File: src/source/xlate_pkg.sv
`default_nettype none

package xlate_pkg;

    typedef logic [31:0] vaddr_t;
    typedef logic [31:0] paddr_t;
    typedef logic [31:0] csr_word_t;

    // crmd fields
    // current privilege sits in bits 1:0
    localparam int crmd_plv_lo = 0;
    localparam int crmd_da     = 3;
    localparam int crmd_pg     = 4;

    // dmw segments are 3 bits wide and named by their top bit
    // plv enables live in bits 3:0, one per privilege level
    localparam int dmw_vseg_hi = 31;
    localparam int dmw_pseg_hi = 27;

    typedef enum logic [1:0] {
        acc_fetch = 2'd0,
        acc_load  = 2'd1,
        acc_store = 2'd2
    } access_t;

    // translation exception flags
    typedef logic [5:0] xlate_ex_t;

    localparam int ex_tlbr = 0;
    localparam int ex_pif  = 1;
    localparam int ex_pil  = 2;
    localparam int ex_pis  = 3;
    localparam int ex_ppi  = 4;
    localparam int ex_pme  = 5;

    // which requester owns the shared translator
    typedef enum logic {
        src_fetch = 1'b0,
        src_data  = 1'b1
    } req_src_t;

endpackage

`default_nettype wire

File: src/source/tlb_pkg.sv
`default_nettype none

package tlb_pkg;

    // entry count of the fully associative TLB
    localparam int tlb_num = 16;

    typedef logic [$clog2(tlb_num)-1:0] tlb_idx_t;

    // virtual page pair number taken from va[31:13]
    typedef logic [18:0] vppn_t;

    typedef logic [9:0] asid_t;

    // physical page number giving pa[31:12] of a 4 KB page
    typedef logic [19:0] ppn_t;

    // page size as log2 of the byte count
    typedef logic [5:0] ps_t;

    // privilege level where 0 is the most privileged
    typedef logic [1:0] plv_t;

    // the two supported page sizes
    localparam ps_t ps_4k = 6'd12;
    localparam ps_t ps_4m = 6'd22;

endpackage

`default_nettype wire
File: src/source/mmu_top.sv
`timescale 1ns/1ns
`default_nettype none

module mmu_top (
    input  wire                        clk,
    input  wire                        rst_n,
    // fetch side
    input  wire                        if_req,
    input  wire xlate_pkg::vaddr_t     if_va,
    output logic                       if_done,
    output xlate_pkg::paddr_t          if_pa,
    output xlate_pkg::xlate_ex_t       if_ex,
    // load/store side
    input  wire                        ls_req,
    input  wire xlate_pkg::vaddr_t     ls_va,
    input  wire                        ls_store,
    output logic                       ls_done,
    output xlate_pkg::paddr_t          ls_pa,
    output xlate_pkg::xlate_ex_t       ls_ex,
    // CSR levels
    input  wire xlate_pkg::csr_word_t  csr_crmd,
    input  wire xlate_pkg::csr_word_t  csr_asid,
    input  wire xlate_pkg::csr_word_t  csr_dmw0,
    input  wire xlate_pkg::csr_word_t  csr_dmw1,
    // TLB write port
    input  wire                        tlb_we,
    input  wire tlb_pkg::tlb_idx_t     tlb_w_index,
    input  wire                        tlb_w_e,
    input  wire tlb_pkg::vppn_t        tlb_w_vppn,
    input  wire tlb_pkg::ps_t          tlb_w_ps,
    input  wire tlb_pkg::asid_t        tlb_w_asid,
    input  wire                        tlb_w_g,
    input  wire tlb_pkg::ppn_t         tlb_w_ppn0,
    input  wire tlb_pkg::plv_t         tlb_w_plv0,
    input  wire                        tlb_w_d0,
    input  wire                        tlb_w_v0,
    input  wire tlb_pkg::ppn_t         tlb_w_ppn1,
    input  wire tlb_pkg::plv_t         tlb_w_plv1,
    input  wire                        tlb_w_d1,
    input  wire                        tlb_w_v1
);
    import xlate_pkg::*;
    import tlb_pkg::*;

    // arbiter to translator
    vaddr_t    grant_va;
    access_t   grant_op;
    paddr_t    xl_pa;
    xlate_ex_t xl_ex;

    // translator to TLB
    vppn_t     s_vppn;
    logic      s_va_bit12;
    logic      s_va_bit22;
    asid_t     s_asid;
    logic      s_found;
    ppn_t      s_ppn;
    ps_t       s_ps;
    plv_t      s_plv;
    logic      s_d;
    logic      s_v;

    xlate_arbiter arb0 (
        .clk      (clk),
        .rst_n    (rst_n),
        .if_req   (if_req),
        .if_va    (if_va),
        .ls_req   (ls_req),
        .ls_va    (ls_va),
        .ls_store (ls_store),
        .xl_pa    (xl_pa),
        .xl_ex    (xl_ex),
        .grant_va (grant_va),
        .grant_op (grant_op),
        .if_done  (if_done),
        .if_pa    (if_pa),
        .if_ex    (if_ex),
        .ls_done  (ls_done),
        .ls_pa    (ls_pa),
        .ls_ex    (ls_ex)
    );

    addr_translator xlt0 (
        .grant_va   (grant_va),
        .grant_op   (grant_op),
        .csr_crmd   (csr_crmd),
        .csr_asid   (csr_asid),
        .csr_dmw0   (csr_dmw0),
        .csr_dmw1   (csr_dmw1),
        .s_vppn     (s_vppn),
        .s_va_bit12 (s_va_bit12),
        .s_va_bit22 (s_va_bit22),
        .s_asid     (s_asid),
        .s_found    (s_found),
        .s_ppn      (s_ppn),
        .s_ps       (s_ps),
        .s_plv      (s_plv),
        .s_d        (s_d),
        .s_v        (s_v),
        .xl_pa      (xl_pa),
        .xl_ex      (xl_ex)
    );

    tlb_array tlb0 (
        .clk         (clk),
        .rst_n       (rst_n),
        .tlb_we      (tlb_we),
        .tlb_w_index (tlb_w_index),
        .tlb_w_e     (tlb_w_e),
        .tlb_w_vppn  (tlb_w_vppn),
        .tlb_w_ps    (tlb_w_ps),
        .tlb_w_asid  (tlb_w_asid),
        .tlb_w_g     (tlb_w_g),
        .tlb_w_ppn0  (tlb_w_ppn0),
        .tlb_w_plv0  (tlb_w_plv0),
        .tlb_w_d0    (tlb_w_d0),
        .tlb_w_v0    (tlb_w_v0),
        .tlb_w_ppn1  (tlb_w_ppn1),
        .tlb_w_plv1  (tlb_w_plv1),
        .tlb_w_d1    (tlb_w_d1),
        .tlb_w_v1    (tlb_w_v1),
        .s_vppn      (s_vppn),
        .s_va_bit12  (s_va_bit12),
        .s_va_bit22  (s_va_bit22),
        .s_asid      (s_asid),
        .s_found     (s_found),
        .s_ppn       (s_ppn),
        .s_ps        (s_ps),
        .s_plv       (s_plv),
        .s_d         (s_d),
        .s_v         (s_v)
    );

endmodule

`default_nettype wire

File: src/source/xlate_arbiter.sv
`timescale 1ns/1ns
`default_nettype none

module xlate_arbiter (
    input  wire                        clk,
    input  wire                        rst_n,
    // fetch side
    input  wire                        if_req,
    input  wire xlate_pkg::vaddr_t     if_va,
    // load/store side
    input  wire                        ls_req,
    input  wire xlate_pkg::vaddr_t     ls_va,
    input  wire                        ls_store,
    // from the translator
    input  wire xlate_pkg::paddr_t     xl_pa,
    input  wire xlate_pkg::xlate_ex_t  xl_ex,
    // to the translator
    output xlate_pkg::vaddr_t          grant_va,
    output xlate_pkg::access_t         grant_op,
    // results
    output logic                       if_done,
    output xlate_pkg::paddr_t          if_pa,
    output xlate_pkg::xlate_ex_t       if_ex,
    output logic                       ls_done,
    output xlate_pkg::paddr_t          ls_pa,
    output xlate_pkg::xlate_ex_t       ls_ex
);
    import xlate_pkg::*;

    logic     if_pend;
    logic     ls_pend;
    vaddr_t   if_va_q;
    vaddr_t   ls_va_q;
    access_t  ls_op_q;
    req_src_t last_win;
    req_src_t winner;
    logic     grant_valid;
    logic     contended;
    logic     if_grant;
    logic     ls_grant;

    assign grant_valid = if_pend | ls_pend;
    assign contended   = if_pend & ls_pend;

    // the side that lost the last contest goes first
    always_comb begin
        if (contended) begin
            winner = (last_win == src_fetch) ? src_data : src_fetch;
        end else if (if_pend) begin
            winner = src_fetch;
        end else begin
            winner = src_data;
        end
    end

    assign if_grant = grant_valid & (winner == src_fetch);
    assign ls_grant = grant_valid & (winner == src_data);

    assign grant_va = (winner == src_fetch) ? if_va_q : ls_va_q;
    assign grant_op = (winner == src_fetch) ? acc_fetch : ls_op_q;

    // last_win starts at data so fetch wins the first contest
    always_ff @(posedge clk or negedge rst_n) begin
        if (!rst_n) begin
            if_pend  <= 1'b0;
            ls_pend  <= 1'b0;
            last_win <= src_data;
            if_done  <= 1'b0;
            ls_done  <= 1'b0;
        end else begin
            if (if_req) begin
                if_pend <= 1'b1;
            end else if (if_grant) begin
                if_pend <= 1'b0;
            end
            if (ls_req) begin
                ls_pend <= 1'b1;
            end else if (ls_grant) begin
                ls_pend <= 1'b0;
            end
            // only a contested grant moves the priority
            if (contended) begin
                last_win <= winner;
            end
            if_done <= if_grant;
            ls_done <= ls_grant;
        end
    end

    // request payload and registered results
    always_ff @(posedge clk) begin
        if (if_req) begin
            if_va_q <= if_va;
        end
        if (ls_req) begin
            ls_va_q <= ls_va;
            ls_op_q <= ls_store ? acc_store : acc_load;
        end
        if (if_grant) begin
            if_pa <= xl_pa;
            if_ex <= xl_ex;
        end
        if (ls_grant) begin
            ls_pa <= xl_pa;
            ls_ex <= xl_ex;
        end
    end

endmodule

`default_nettype wire

File: src/source/addr_translator.sv
`timescale 1ns/1ns
`default_nettype none

module addr_translator (
    input  wire xlate_pkg::vaddr_t     grant_va,
    input  wire xlate_pkg::access_t    grant_op,
    input  wire xlate_pkg::csr_word_t  csr_crmd,
    input  wire xlate_pkg::csr_word_t  csr_asid,
    input  wire xlate_pkg::csr_word_t  csr_dmw0,
    input  wire xlate_pkg::csr_word_t  csr_dmw1,
    // TLB search port
    output tlb_pkg::vppn_t             s_vppn,
    output logic                       s_va_bit12,
    output logic                       s_va_bit22,
    output tlb_pkg::asid_t             s_asid,
    input  wire                        s_found,
    input  wire tlb_pkg::ppn_t         s_ppn,
    input  wire tlb_pkg::ps_t          s_ps,
    input  wire tlb_pkg::plv_t         s_plv,
    input  wire                        s_d,
    input  wire                        s_v,
    // result
    output xlate_pkg::paddr_t          xl_pa,
    output xlate_pkg::xlate_ex_t       xl_ex
);
    import xlate_pkg::*;
    import tlb_pkg::*;

    plv_t   cur_plv;
    logic   direct;
    logic   dmw0_hit;
    logic   dmw1_hit;
    logic   tlb_path;
    paddr_t dmw0_pa;
    paddr_t dmw1_pa;
    paddr_t tlb_pa;

    assign cur_plv = csr_crmd[crmd_plv_lo +: 2];
    assign direct  = csr_crmd[crmd_da] & ~csr_crmd[crmd_pg];

    // window hit needs the enable bit of the current level
    assign dmw0_hit = csr_dmw0[cur_plv] && (csr_dmw0[dmw_vseg_hi -: 3] == grant_va[31:29]);
    assign dmw1_hit = csr_dmw1[cur_plv] && (csr_dmw1[dmw_vseg_hi -: 3] == grant_va[31:29]);
    assign dmw0_pa  = {csr_dmw0[dmw_pseg_hi -: 3], grant_va[28:0]};
    assign dmw1_pa  = {csr_dmw1[dmw_pseg_hi -: 3], grant_va[28:0]};

    assign tlb_path = ~direct & ~dmw0_hit & ~dmw1_hit;

    // search key
    assign s_vppn     = grant_va[31:13];
    assign s_va_bit12 = grant_va[12];
    assign s_va_bit22 = grant_va[22];
    assign s_asid     = csr_asid[9:0];

    assign tlb_pa = (s_ps == ps_4k) ? {s_ppn, grant_va[11:0]}
                                    : {s_ppn[19:10], grant_va[21:0]};

    // window 0 before window 1
    always_comb begin
        if (direct) begin
            xl_pa = grant_va;
        end else if (dmw0_hit) begin
            xl_pa = dmw0_pa;
        end else if (dmw1_hit) begin
            xl_pa = dmw1_pa;
        end else begin
            xl_pa = tlb_pa;
        end
    end

    // flags only come from the TLB path
    always_comb begin
        xl_ex = '0;
        if (tlb_path) begin
            if (!s_found) begin
                xl_ex[ex_tlbr] = 1'b1;
            end else begin
                xl_ex[ex_pif] = (grant_op == acc_fetch) & ~s_v;
                xl_ex[ex_pil] = (grant_op == acc_load) & ~s_v;
                xl_ex[ex_pis] = (grant_op == acc_store) & ~s_v;
                xl_ex[ex_ppi] = (cur_plv > s_plv);
                xl_ex[ex_pme] = (grant_op == acc_store) & ~s_d;
            end
        end
    end

endmodule

`default_nettype wire

File: src/source/tlb_array.sv
`timescale 1ns/1ns
`default_nettype none

module tlb_array (
    input  wire                     clk,
    input  wire                     rst_n,
    // write port
    input  wire                     tlb_we,
    input  wire tlb_pkg::tlb_idx_t  tlb_w_index,
    input  wire                     tlb_w_e,
    input  wire tlb_pkg::vppn_t     tlb_w_vppn,
    input  wire tlb_pkg::ps_t       tlb_w_ps,
    input  wire tlb_pkg::asid_t     tlb_w_asid,
    input  wire                     tlb_w_g,
    input  wire tlb_pkg::ppn_t      tlb_w_ppn0,
    input  wire tlb_pkg::plv_t      tlb_w_plv0,
    input  wire                     tlb_w_d0,
    input  wire                     tlb_w_v0,
    input  wire tlb_pkg::ppn_t      tlb_w_ppn1,
    input  wire tlb_pkg::plv_t      tlb_w_plv1,
    input  wire                     tlb_w_d1,
    input  wire                     tlb_w_v1,
    // search port
    input  wire tlb_pkg::vppn_t     s_vppn,
    input  wire                     s_va_bit12,
    input  wire                     s_va_bit22,
    input  wire tlb_pkg::asid_t     s_asid,
    output logic                    s_found,
    output tlb_pkg::ppn_t           s_ppn,
    output tlb_pkg::ps_t            s_ps,
    output tlb_pkg::plv_t           s_plv,
    output logic                    s_d,
    output logic                    s_v
);
    import tlb_pkg::*;

    // per entry tag fields
    logic [tlb_num-1:0] ent_e;
    logic [tlb_num-1:0] ent_g;
    vppn_t              ent_vppn [tlb_num];
    ps_t                ent_ps   [tlb_num];
    asid_t              ent_asid [tlb_num];

    // even and odd page of each pair
    ppn_t               ent_ppn0 [tlb_num];
    ppn_t               ent_ppn1 [tlb_num];
    plv_t               ent_plv0 [tlb_num];
    plv_t               ent_plv1 [tlb_num];
    logic [tlb_num-1:0] ent_d0;
    logic [tlb_num-1:0] ent_d1;
    logic [tlb_num-1:0] ent_v0;
    logic [tlb_num-1:0] ent_v1;

    wire  [tlb_num-1:0] ent_huge;
    wire  [tlb_num-1:0] match;
    tlb_idx_t           hit_idx;
    logic               odd;

    // reset invalidates every entry
    always_ff @(posedge clk or negedge rst_n) begin
        if (!rst_n) begin
            ent_e <= '0;
        end else if (tlb_we) begin
            ent_e[tlb_w_index] <= tlb_w_e;
        end
    end

    always_ff @(posedge clk) begin
        if (tlb_we) begin
            ent_vppn[tlb_w_index] <= tlb_w_vppn;
            ent_ps[tlb_w_index]   <= tlb_w_ps;
            ent_asid[tlb_w_index] <= tlb_w_asid;
            ent_g[tlb_w_index]    <= tlb_w_g;
            ent_ppn0[tlb_w_index] <= tlb_w_ppn0;
            ent_plv0[tlb_w_index] <= tlb_w_plv0;
            ent_d0[tlb_w_index]   <= tlb_w_d0;
            ent_v0[tlb_w_index]   <= tlb_w_v0;
            ent_ppn1[tlb_w_index] <= tlb_w_ppn1;
            ent_plv1[tlb_w_index] <= tlb_w_plv1;
            ent_d1[tlb_w_index]   <= tlb_w_d1;
            ent_v1[tlb_w_index]   <= tlb_w_v1;
        end
    end

    // parallel compare against every entry
    for (genvar i = 0; i < tlb_num; i++) begin : g_match
        assign ent_huge[i] = (ent_ps[i] == ps_4m);
        // a 4 MB pair covers 8 MB, so only va[31:23] is compared
        assign match[i] = ent_e[i]
            && (ent_huge[i] ? (ent_vppn[i][18:10] == s_vppn[18:10])
                            : (ent_vppn[i] == s_vppn))
            && (ent_g[i] || (ent_asid[i] == s_asid));
    end

    // lowest matching index wins
    always_comb begin
        hit_idx = '0;
        for (int i = tlb_num - 1; i >= 0; i--) begin
            if (match[i]) begin
                hit_idx = tlb_idx_t'(i);
            end
        end
    end

    // odd page select depends on the page size
    assign odd = ent_huge[hit_idx] ? s_va_bit22 : s_va_bit12;

    assign s_found = |match;
    assign s_ps    = ent_ps[hit_idx];
    assign s_ppn   = odd ? ent_ppn1[hit_idx] : ent_ppn0[hit_idx];
    assign s_plv   = odd ? ent_plv1[hit_idx] : ent_plv0[hit_idx];
    assign s_d     = odd ? ent_d1[hit_idx]   : ent_d0[hit_idx];
    assign s_v     = odd ? ent_v1[hit_idx]   : ent_v0[hit_idx];

endmodule

`default_nettype wire

File: config.mk
export PLATFORM = sky130hd
export DESIGN_NAME = mmu_top
export DESIGN_NICKNAME = d
export VERILOG_FILES = /design/src/source/xlate_pkg.sv /design/src/source/tlb_pkg.sv /design/src/source/mmu_top.sv /design/src/source/xlate_arbiter.sv /design/src/source/addr_translator.sv /design/src/source/tlb_array.sv
export SDC_FILE = /design/constraint.sdc
export NUM_CORES = 2
export LEC_CHECK = 0
export BUFFER_PORTS_ARGS = -buffer_cell sky130_fd_sc_hd__buf_4
export CAP_MARGIN = 25
export CORE_AREA = 2 2 348 385
export CTS_CLUSTER_SIZE = 8
export DETAILED_ROUTE_END_ITERATION = 7
export DIE_AREA = 0 0 350 387
export PLACE_DENSITY_LB_ADDON = 0.12
export SLEW_MARGIN = 20
export SYNTH_ARGS = -nofsm -noshare
export SYNTH_HDL_FRONTEND = slang
export SYNTH_SLANG_ARGS = --single-unit
File: constraint.sdc
create_clock -name clk -period 17 [get_ports clk]
set_input_delay 4.25 -clock clk [delete_from_list [all_inputs] [get_ports clk]]
set_output_delay 4.25 -clock clk [all_outputs]
set_load 0.01 [all_outputs]
Yosys cells after proc, flatten, opt, wreduce, memory -nomap -nowiden
Memories as Yosys holds them, arrays and structs flattened. Cells that the tools add are included. W data, S select, Z words.

Flip-flop bits (word level): 243. Memories kept: 7. RAM bits: 1264. Output and inout bits: 78.

Memory list: tlb0.ent_ppn0 (words 16, bits a word 20, read ports 1, clocked after Yosys merged registers in 0, wr ports 1, RTL line tlb_array.sv:45) `ppn_t ent_ppn0 [tlb_num];`; tlb0.ent_ppn1 (words 16, bits a word 20, read ports 1, clocked after Yosys merged registers in 0, wr ports 1, RTL line tlb_array.sv:46) `ppn_t ent_ppn1 [tlb_num];`; tlb0.ent_vppn (words 16, bits a word 19, read ports 16, clocked after Yosys merged registers in 0, wr ports 1, RTL line tlb_array.sv:40) `vppn_t ent_vppn [tlb_num];`; tlb0.ent_asid (words 16, bits a word 10, read ports 16, clocked after Yosys merged registers in 0, wr ports 1, RTL line tlb_array.sv:42) `asid_t ent_asid [tlb_num];`; tlb0.ent_ps (words 16, bits a word 6, read ports 17, clocked after Yosys merged registers in 0, wr ports 1, RTL line tlb_array.sv:41) `ps_t ent_ps [tlb_num];`; tlb0.ent_plv0 (words 16, bits a word 2, read ports 1, clocked after Yosys merged registers in 0, wr ports 1, RTL line tlb_array.sv:47) `plv_t ent_plv0 [tlb_num];`; 1 more memories.

Reduce and logical (&&, ||, !) cells: 55. Order comparisons: 5. Muxes and demuxes: 78. Bitwise operators: 18. Eq/ne operators: 69.

Operators by type and width (number): $eq A19 B19 Y1 (16); $eq A10 B10 Y1 (16); $eq A9 B9 Y1 (16); $mux W32 (4); $bwmux W16 (6); $eq A6 B5 Y1 const B (16); $mux W4 (16); $mux W1 (37); $logic_and A1 B1 Y1 (35); $mux W22 (1); $bmux W1 S4 (5); $mux W20 (1); $logic_or A1 B1 Y1 (16); $reduce_or A16 Y1 (1); $and A1 B1 Y1 (10); $lt A4 B5 Y1 const B (2); $not A1 Y1 (7); $eq A3 B3 Y1 (2); $eq A6 B4 Y1 const B (1); $lt A2 B6 Y1 const B (1); $mux W2 (3); $mux W6 (1); $mux W5 (1); $bmux W1 S2 (2); 8 further kinds (9).

Longest topological paths before layout
Word-level depth: 31. Depth in mapped cells: 31.

Hierarchy
From an unflattened synthesis, not the netlist that was laid out.

Cell total of the unflattened synthesis: 3244. Area, all modules: 61340.1 µm².

Modules (own cells, without submodules): tlb_array (area each 55548.3 µm², cells each 2944, times used 1); xlate_arbiter (area each 4894.7 µm², cells each 193, times used 1); addr_translator (area each 897.1 µm², cells each 107, times used 1).

Worst setup path after synthesis
No wires, ideal clock.

Path kind: input to register. Start: input tlb_w_index[1]. End: register tlb0.ent_e[0]. Setup slack: 5520 ps. Data arrival time: 11386 ps. Path buffers: 0. Cell stages on the path: 3. Library setup time: 94 ps. Path through: or3b_2 > nor3_1 > mux2_2.

Cells in the longest elaborated chain, start to end: 5. Elaborated cells between the ends (all ways): 6.

RTL lines: from (decl) (RTL line mmu_top.sv:27) `input wire tlb_pkg::tlb_idx_t tlb_w_index,`; $lt A4 B5 Y1 (implied by the code) or $ge A4 B1 Y1 (tied branches) (RTL line tlb_array.sv:64) `ent_e[tlb_w_index] <= tlb_w_e;`; $logic_and A1 B1 Y1 (implied by the code) (RTL line tlb_array.sv:64); $mux W1 (implied by the code) (RTL line tlb_array.sv:64); $demux W1 S4 *; $bwmux W16 * (RTL line tlb_array.sv:64); to (signal, indexed assignment) (RTL line tlb_array.sv:64); to (decl) (RTL line tlb_array.sv:38) `logic [tlb_num-1:0] ent_e;`.

Every way passes the cells marked *; elsewhere a longest branch is shown, timed or not. A chain may end at the register's enable or synchronous reset.

Worst setup path in the final report
Start: input csr_asid[5]. End: register arb0.ls_pa[16] (data pin).

Cells in the longest elaborated chain, start to end: 27. Elaborated cells between the ends (all ways): 76.

RTL lines: from (decl) (RTL line mmu_top.sv:22) `input wire xlate_pkg::csr_word_t csr_asid,`; $eq A10 B10 Y1 (RTL line tlb_array.sv:92) `&& (ent_g[i] || (ent_asid[i] == s_asid));`; $logic_or A1 B1 Y1 (RTL line tlb_array.sv:92); $logic_and A1 B1 Y1 (RTL line tlb_array.sv:92); $mux W4 (15 in a row) (RTL line tlb_array.sv:99) `if (match[i]) begin`; $mux W4 * (RTL line tlb_array.sv:99); $bmux W1 S4 (RTL line tlb_array.sv:106) `assign odd = ent_huge[hit_idx] ? s_va_bit22 : s_va_bit12;`; $mux W1 (implied by the code) (RTL line tlb_array.sv:106); $mux W1 (RTL line tlb_array.sv:106); $mux W20 (RTL line tlb_array.sv:110) `assign s_ppn = odd ? ent_ppn1[hit_idx] : ent_ppn0[hit_idx];`; $mux W22 * (RTL line addr_translator.sv:55) `assign tlb_pa = (s_ps == ps_4k) ? {s_ppn, grant_va[11:0]}`; $mux W32 * (RTL line addr_translator.sv:64) `end else if (dmw1_hit) begin`; $mux W32 * (RTL line addr_translator.sv:62) `end else if (dmw0_hit) begin`; $mux W32 * (RTL line addr_translator.sv:60) `if (direct) begin`; via arb0.xl_pa[16] (RTL line xlate_arbiter.sv:15) `input wire xlate_pkg::paddr_t xl_pa,`; to (signal assigned) (RTL line xlate_arbiter.sv:104) `ls_pa <= xl_pa;`; to (decl) (RTL line xlate_arbiter.sv:25) `output xlate_pkg::paddr_t ls_pa,`.

The timed path passes the listed nets; every way through them passes the cells marked *. The select of a mux whose other input is x is not followed.

==> results_dict.tcl <==
set metrics [dict create \
    synth_fa_ha_area_frac 0.000382 \
    swShare 0.255 \
    async_flop_share 0.0139 \
    regToRegSetupSlack_ps 7360 \
    slowest_stage "nor4b_1" \
    yosys-mux-area-fraction 0.0662 \
    clock-sinks 1507 \
    post_cts_buffers 0 \
    outcome "complete, no violations" \
    routedWlPerCell_um 29.1 \
    critPathBufInv 3 \
    setup_viol 0 \
    cp_num_cells 17 \
    power_density_nw_per_um2 122 \
    worstPathCellList "buf_4, xor2_1, nor4_1, a41oi_1, nor4b_1, a2111oi_2, a2bb2oi_2, nor2b_4, buf_4, buf_4, mux2i_1, mux2_2, nor2_1, a211oi_1, a211oi_1, a211oi_1, a21oi_1" \
    max-vdd-ir-drop_mv 0.112 \
    cts_max_path_buffers 3 \
    yosys.area_share.simple 0.0852 \
    slew_viol_final 0 \
    fin_skew_ps 31.9 \
    timing.rr.start "arb0.last_win" \
    relSlewSlack 0.263 \
    n_fill_cell 10326 \
    tightest_slew_ps 1090 \
    slowest_delay_ps 890 \
    htreeDepth 4 \
    worstSetupPathType "input port to flop" \
    power_mw 9.14 \
    ctsResizeCount 0 \
    gp_congestion 0.929 \
    internal-power_mw 6.81 \
    cts_hold_repair.buffers 0 \
    drt_wl_total_um 191000 \
    grt_pass1_wl_um 272000 \
    grt_overflow 0 \
    initial_core_util 0.497 \
    netlist_top_cells_count "edfxtp_1, mux2i_1, nand2_1" \
    first_iter_violations 4049 \
    drc 0 \
    avgSynthCellArea_sq_um 14.9 \
    synth_flop_cell "edfxtp_1" \
    reg2reg_to "arb0.ls_pa[16]" \
    hold_path_startpoint "tlb0.ent_e[8]" \
    die-area_sq_um 135000 \
    io_pins 365 \
    synth_compound_area_frac 0.0795 \
    drtPass1Iterations 8 \
    startpoint_type "input port" \
    netSwitchingPower_mw 2.33 \
    crit_end "arb0.ls_pa[16]" \
    grt_use_total 0.278 \
    post-route-period-util 0.636 \
    synth_nets 4682 \
    cts_tree "built" \
    first_global_vias 39410 \
    synth_area_sq_um 65400 \
    syn_to_final_growth_pct 14.6 \
    num_rows 140 \
    route.vias.total 40225 \
    die_w_um 350 \
    postSynthRegisterBits 1507 \
    synthCells 4393 \
    synth-xor-area-share 0.0561 \
    dieHeight_um 387 \
    maxCapViolCount 0 \
    fmax_mhz 92.5 \
    ctsRootBufferMaster "clkbuf_16" \
    antenna_found_initial 9 \
    hold_class "flop to flop" \
    netlist.area_leader.share 0.682 \
    rsz0062_at_grt "no" \
    cp_top_family "compound AO/OA/AOI/OAI gates" \
    hold_viol_final 0 \
    synth-edff-count 1486 \
    port_buffers 270 \
    synth_warnings 0 \
    seqPwrFrac 0.476 \
    grt_max_degree 97 \
    crit_start "csr_asid[5]" \
    end_kind "flop" \
    ant_nets 0 \
    yosysUniqueCellTypes 106 \
    clk_pin_slew_worst_paths_ps 50 \
    yosysTopAreaCell "edfxtp_1" \
    crit_fanout 52 \
    clkPwrFrac 0.399 \
    critPathArrivalTime_ps 11290 \
    cts_buffers 206 \
    via_per_inst 6.14 \
    cp.required_ps 17480 \
    worstRegToRegCells 20 \
    drive_above_1_share 0.163 \
    pwr-share-comb 0.125 \
    tns_ps 0 \
    synth_top_family_by_area "simple AND/OR/NAND/NOR gates" \
    dp_hpwl_um 113000 \
    period_needed_ps 10810 \
    core_sq_um 132000 \
    final_nets 5014 \
    ys_seq_area_frac 0.690 \
    clk_latency_ps 820 \
    power_leakage_nw 26.5 \
    netlist_top_cells_area "edfxtp_1, mux2i_1, xor2_1" \
    synthMostInstantiatedCell "edfxtp_1" \
]
[power groups by stage]
stage | Sequential, mW | Combinational, mW | Clock (mW)
2_1_floorplan | 4.43 | 0.631 | 0
3_3_place_gp | 4.41 | 1.12 | 0
3_5_place_dp | 4.42 | 1.13 | 0
4_1_cts | 4.35 | 1.13 | 3.69
5_1_grt | 4.36 | 1.21 | 3.84
6_report | 4.35 | 1.14 | 3.64
[metal layers]
metal	routed length, um	global-route usage
met1	77200	0.371
met2	92200	0.455
met3	13300	0.0443
met4	7680	0.117
met5	94	0
[worst min path at each step]
stage | end | cells past startpoint
2_1_floorplan | tlb0.ent_e[2] | 1
6_report | tlb0.ent_e[8] | 1
4_1_cts | tlb0.ent_e[1] | 1
3_3_place_gp | tlb0.ent_e[9] | 1
5_1_grt | tlb0.ent_e[2] | 1
3_5_place_dp | tlb0.ent_e[1] | 1
[through the flow]
step | area [sq um] | cells | worst slack (ps) | hold WS [ps] | util
after floorplan | 65400 | 4393 | 5520 | 481 | -
after global placement | 69400 | 6289 | 5170 | 492 | 0.527
after detailed placement | 69400 | 6291 | 5160 | 501 | 0.528
after CTS | 75000 | 6545 | 6010 | 512 | 0.570
after global routing | 75000 | 6546 | 5750 | 524 | 0.570
final | 75000 | 6548 | 6190 | 513 | 0.570
[cells in the final DEF (no fill, tap or decap), types with 40 or more instances in the layout]
master,count
a211oi_1,156
a21oi_1,151
a31oi_1,40
and2_1,78
and3_1,42
buf_4,362
clkbuf_16,207
edfxtp_1,1486
inv_1,57
mux2_2,86
mux2i_1,305
nand2_1,249
nand2b_1,47
nand3_1,78
nand4_1,55
nor2_1,85
nor2b_1,44
nor3_1,53
nor4_1,76
o21ai_0,103
xnor2_1,204
xor2_1,215
[state kept, by name, indices dropped and copies added, names as in the netlist, 32 cells and up]
signal         cells
tlb0.ent_plv1     32
tlb0.ent_ps       96
arb0.if_pa        32
tlb0.ent_ppn1    320
tlb0.ent_ppn0    320
tlb0.ent_asid    160
arb0.if_va_q      32
arb0.ls_pa        32
tlb0.ent_vppn    304
tlb0.ent_plv0     32
arb0.ls_va_q      32
[final cells by class]
class | count | area, sq um | area share
sequential | 1507 | 45200 | 0.602
multi-input combinational | 2583 | 19000 | 0.254
clock inverter | 14 | 259 | 0.00345
antenna | 2 | 5.00 | 0.0000667
inverter | 62 | 248 | 0.00330
timing repair buffer | 365 | 2760 | 0.0368
tap | 1775 | 2220 | 0.0296
clock buffer | 240 | 5300 | 0.0707
[cells by family after synthesis]
kind of cell / Yosys count
AND/OR/NAND/NOR: 1009
adder cells (fa/ha/maj): 2
AO/OA/AOI/OAI: 745
flip-flops: 1507
multiplexers: 408
buffers and inverters: 303
XOR/XNOR: 419
Power figures use the tool's default switching activity.
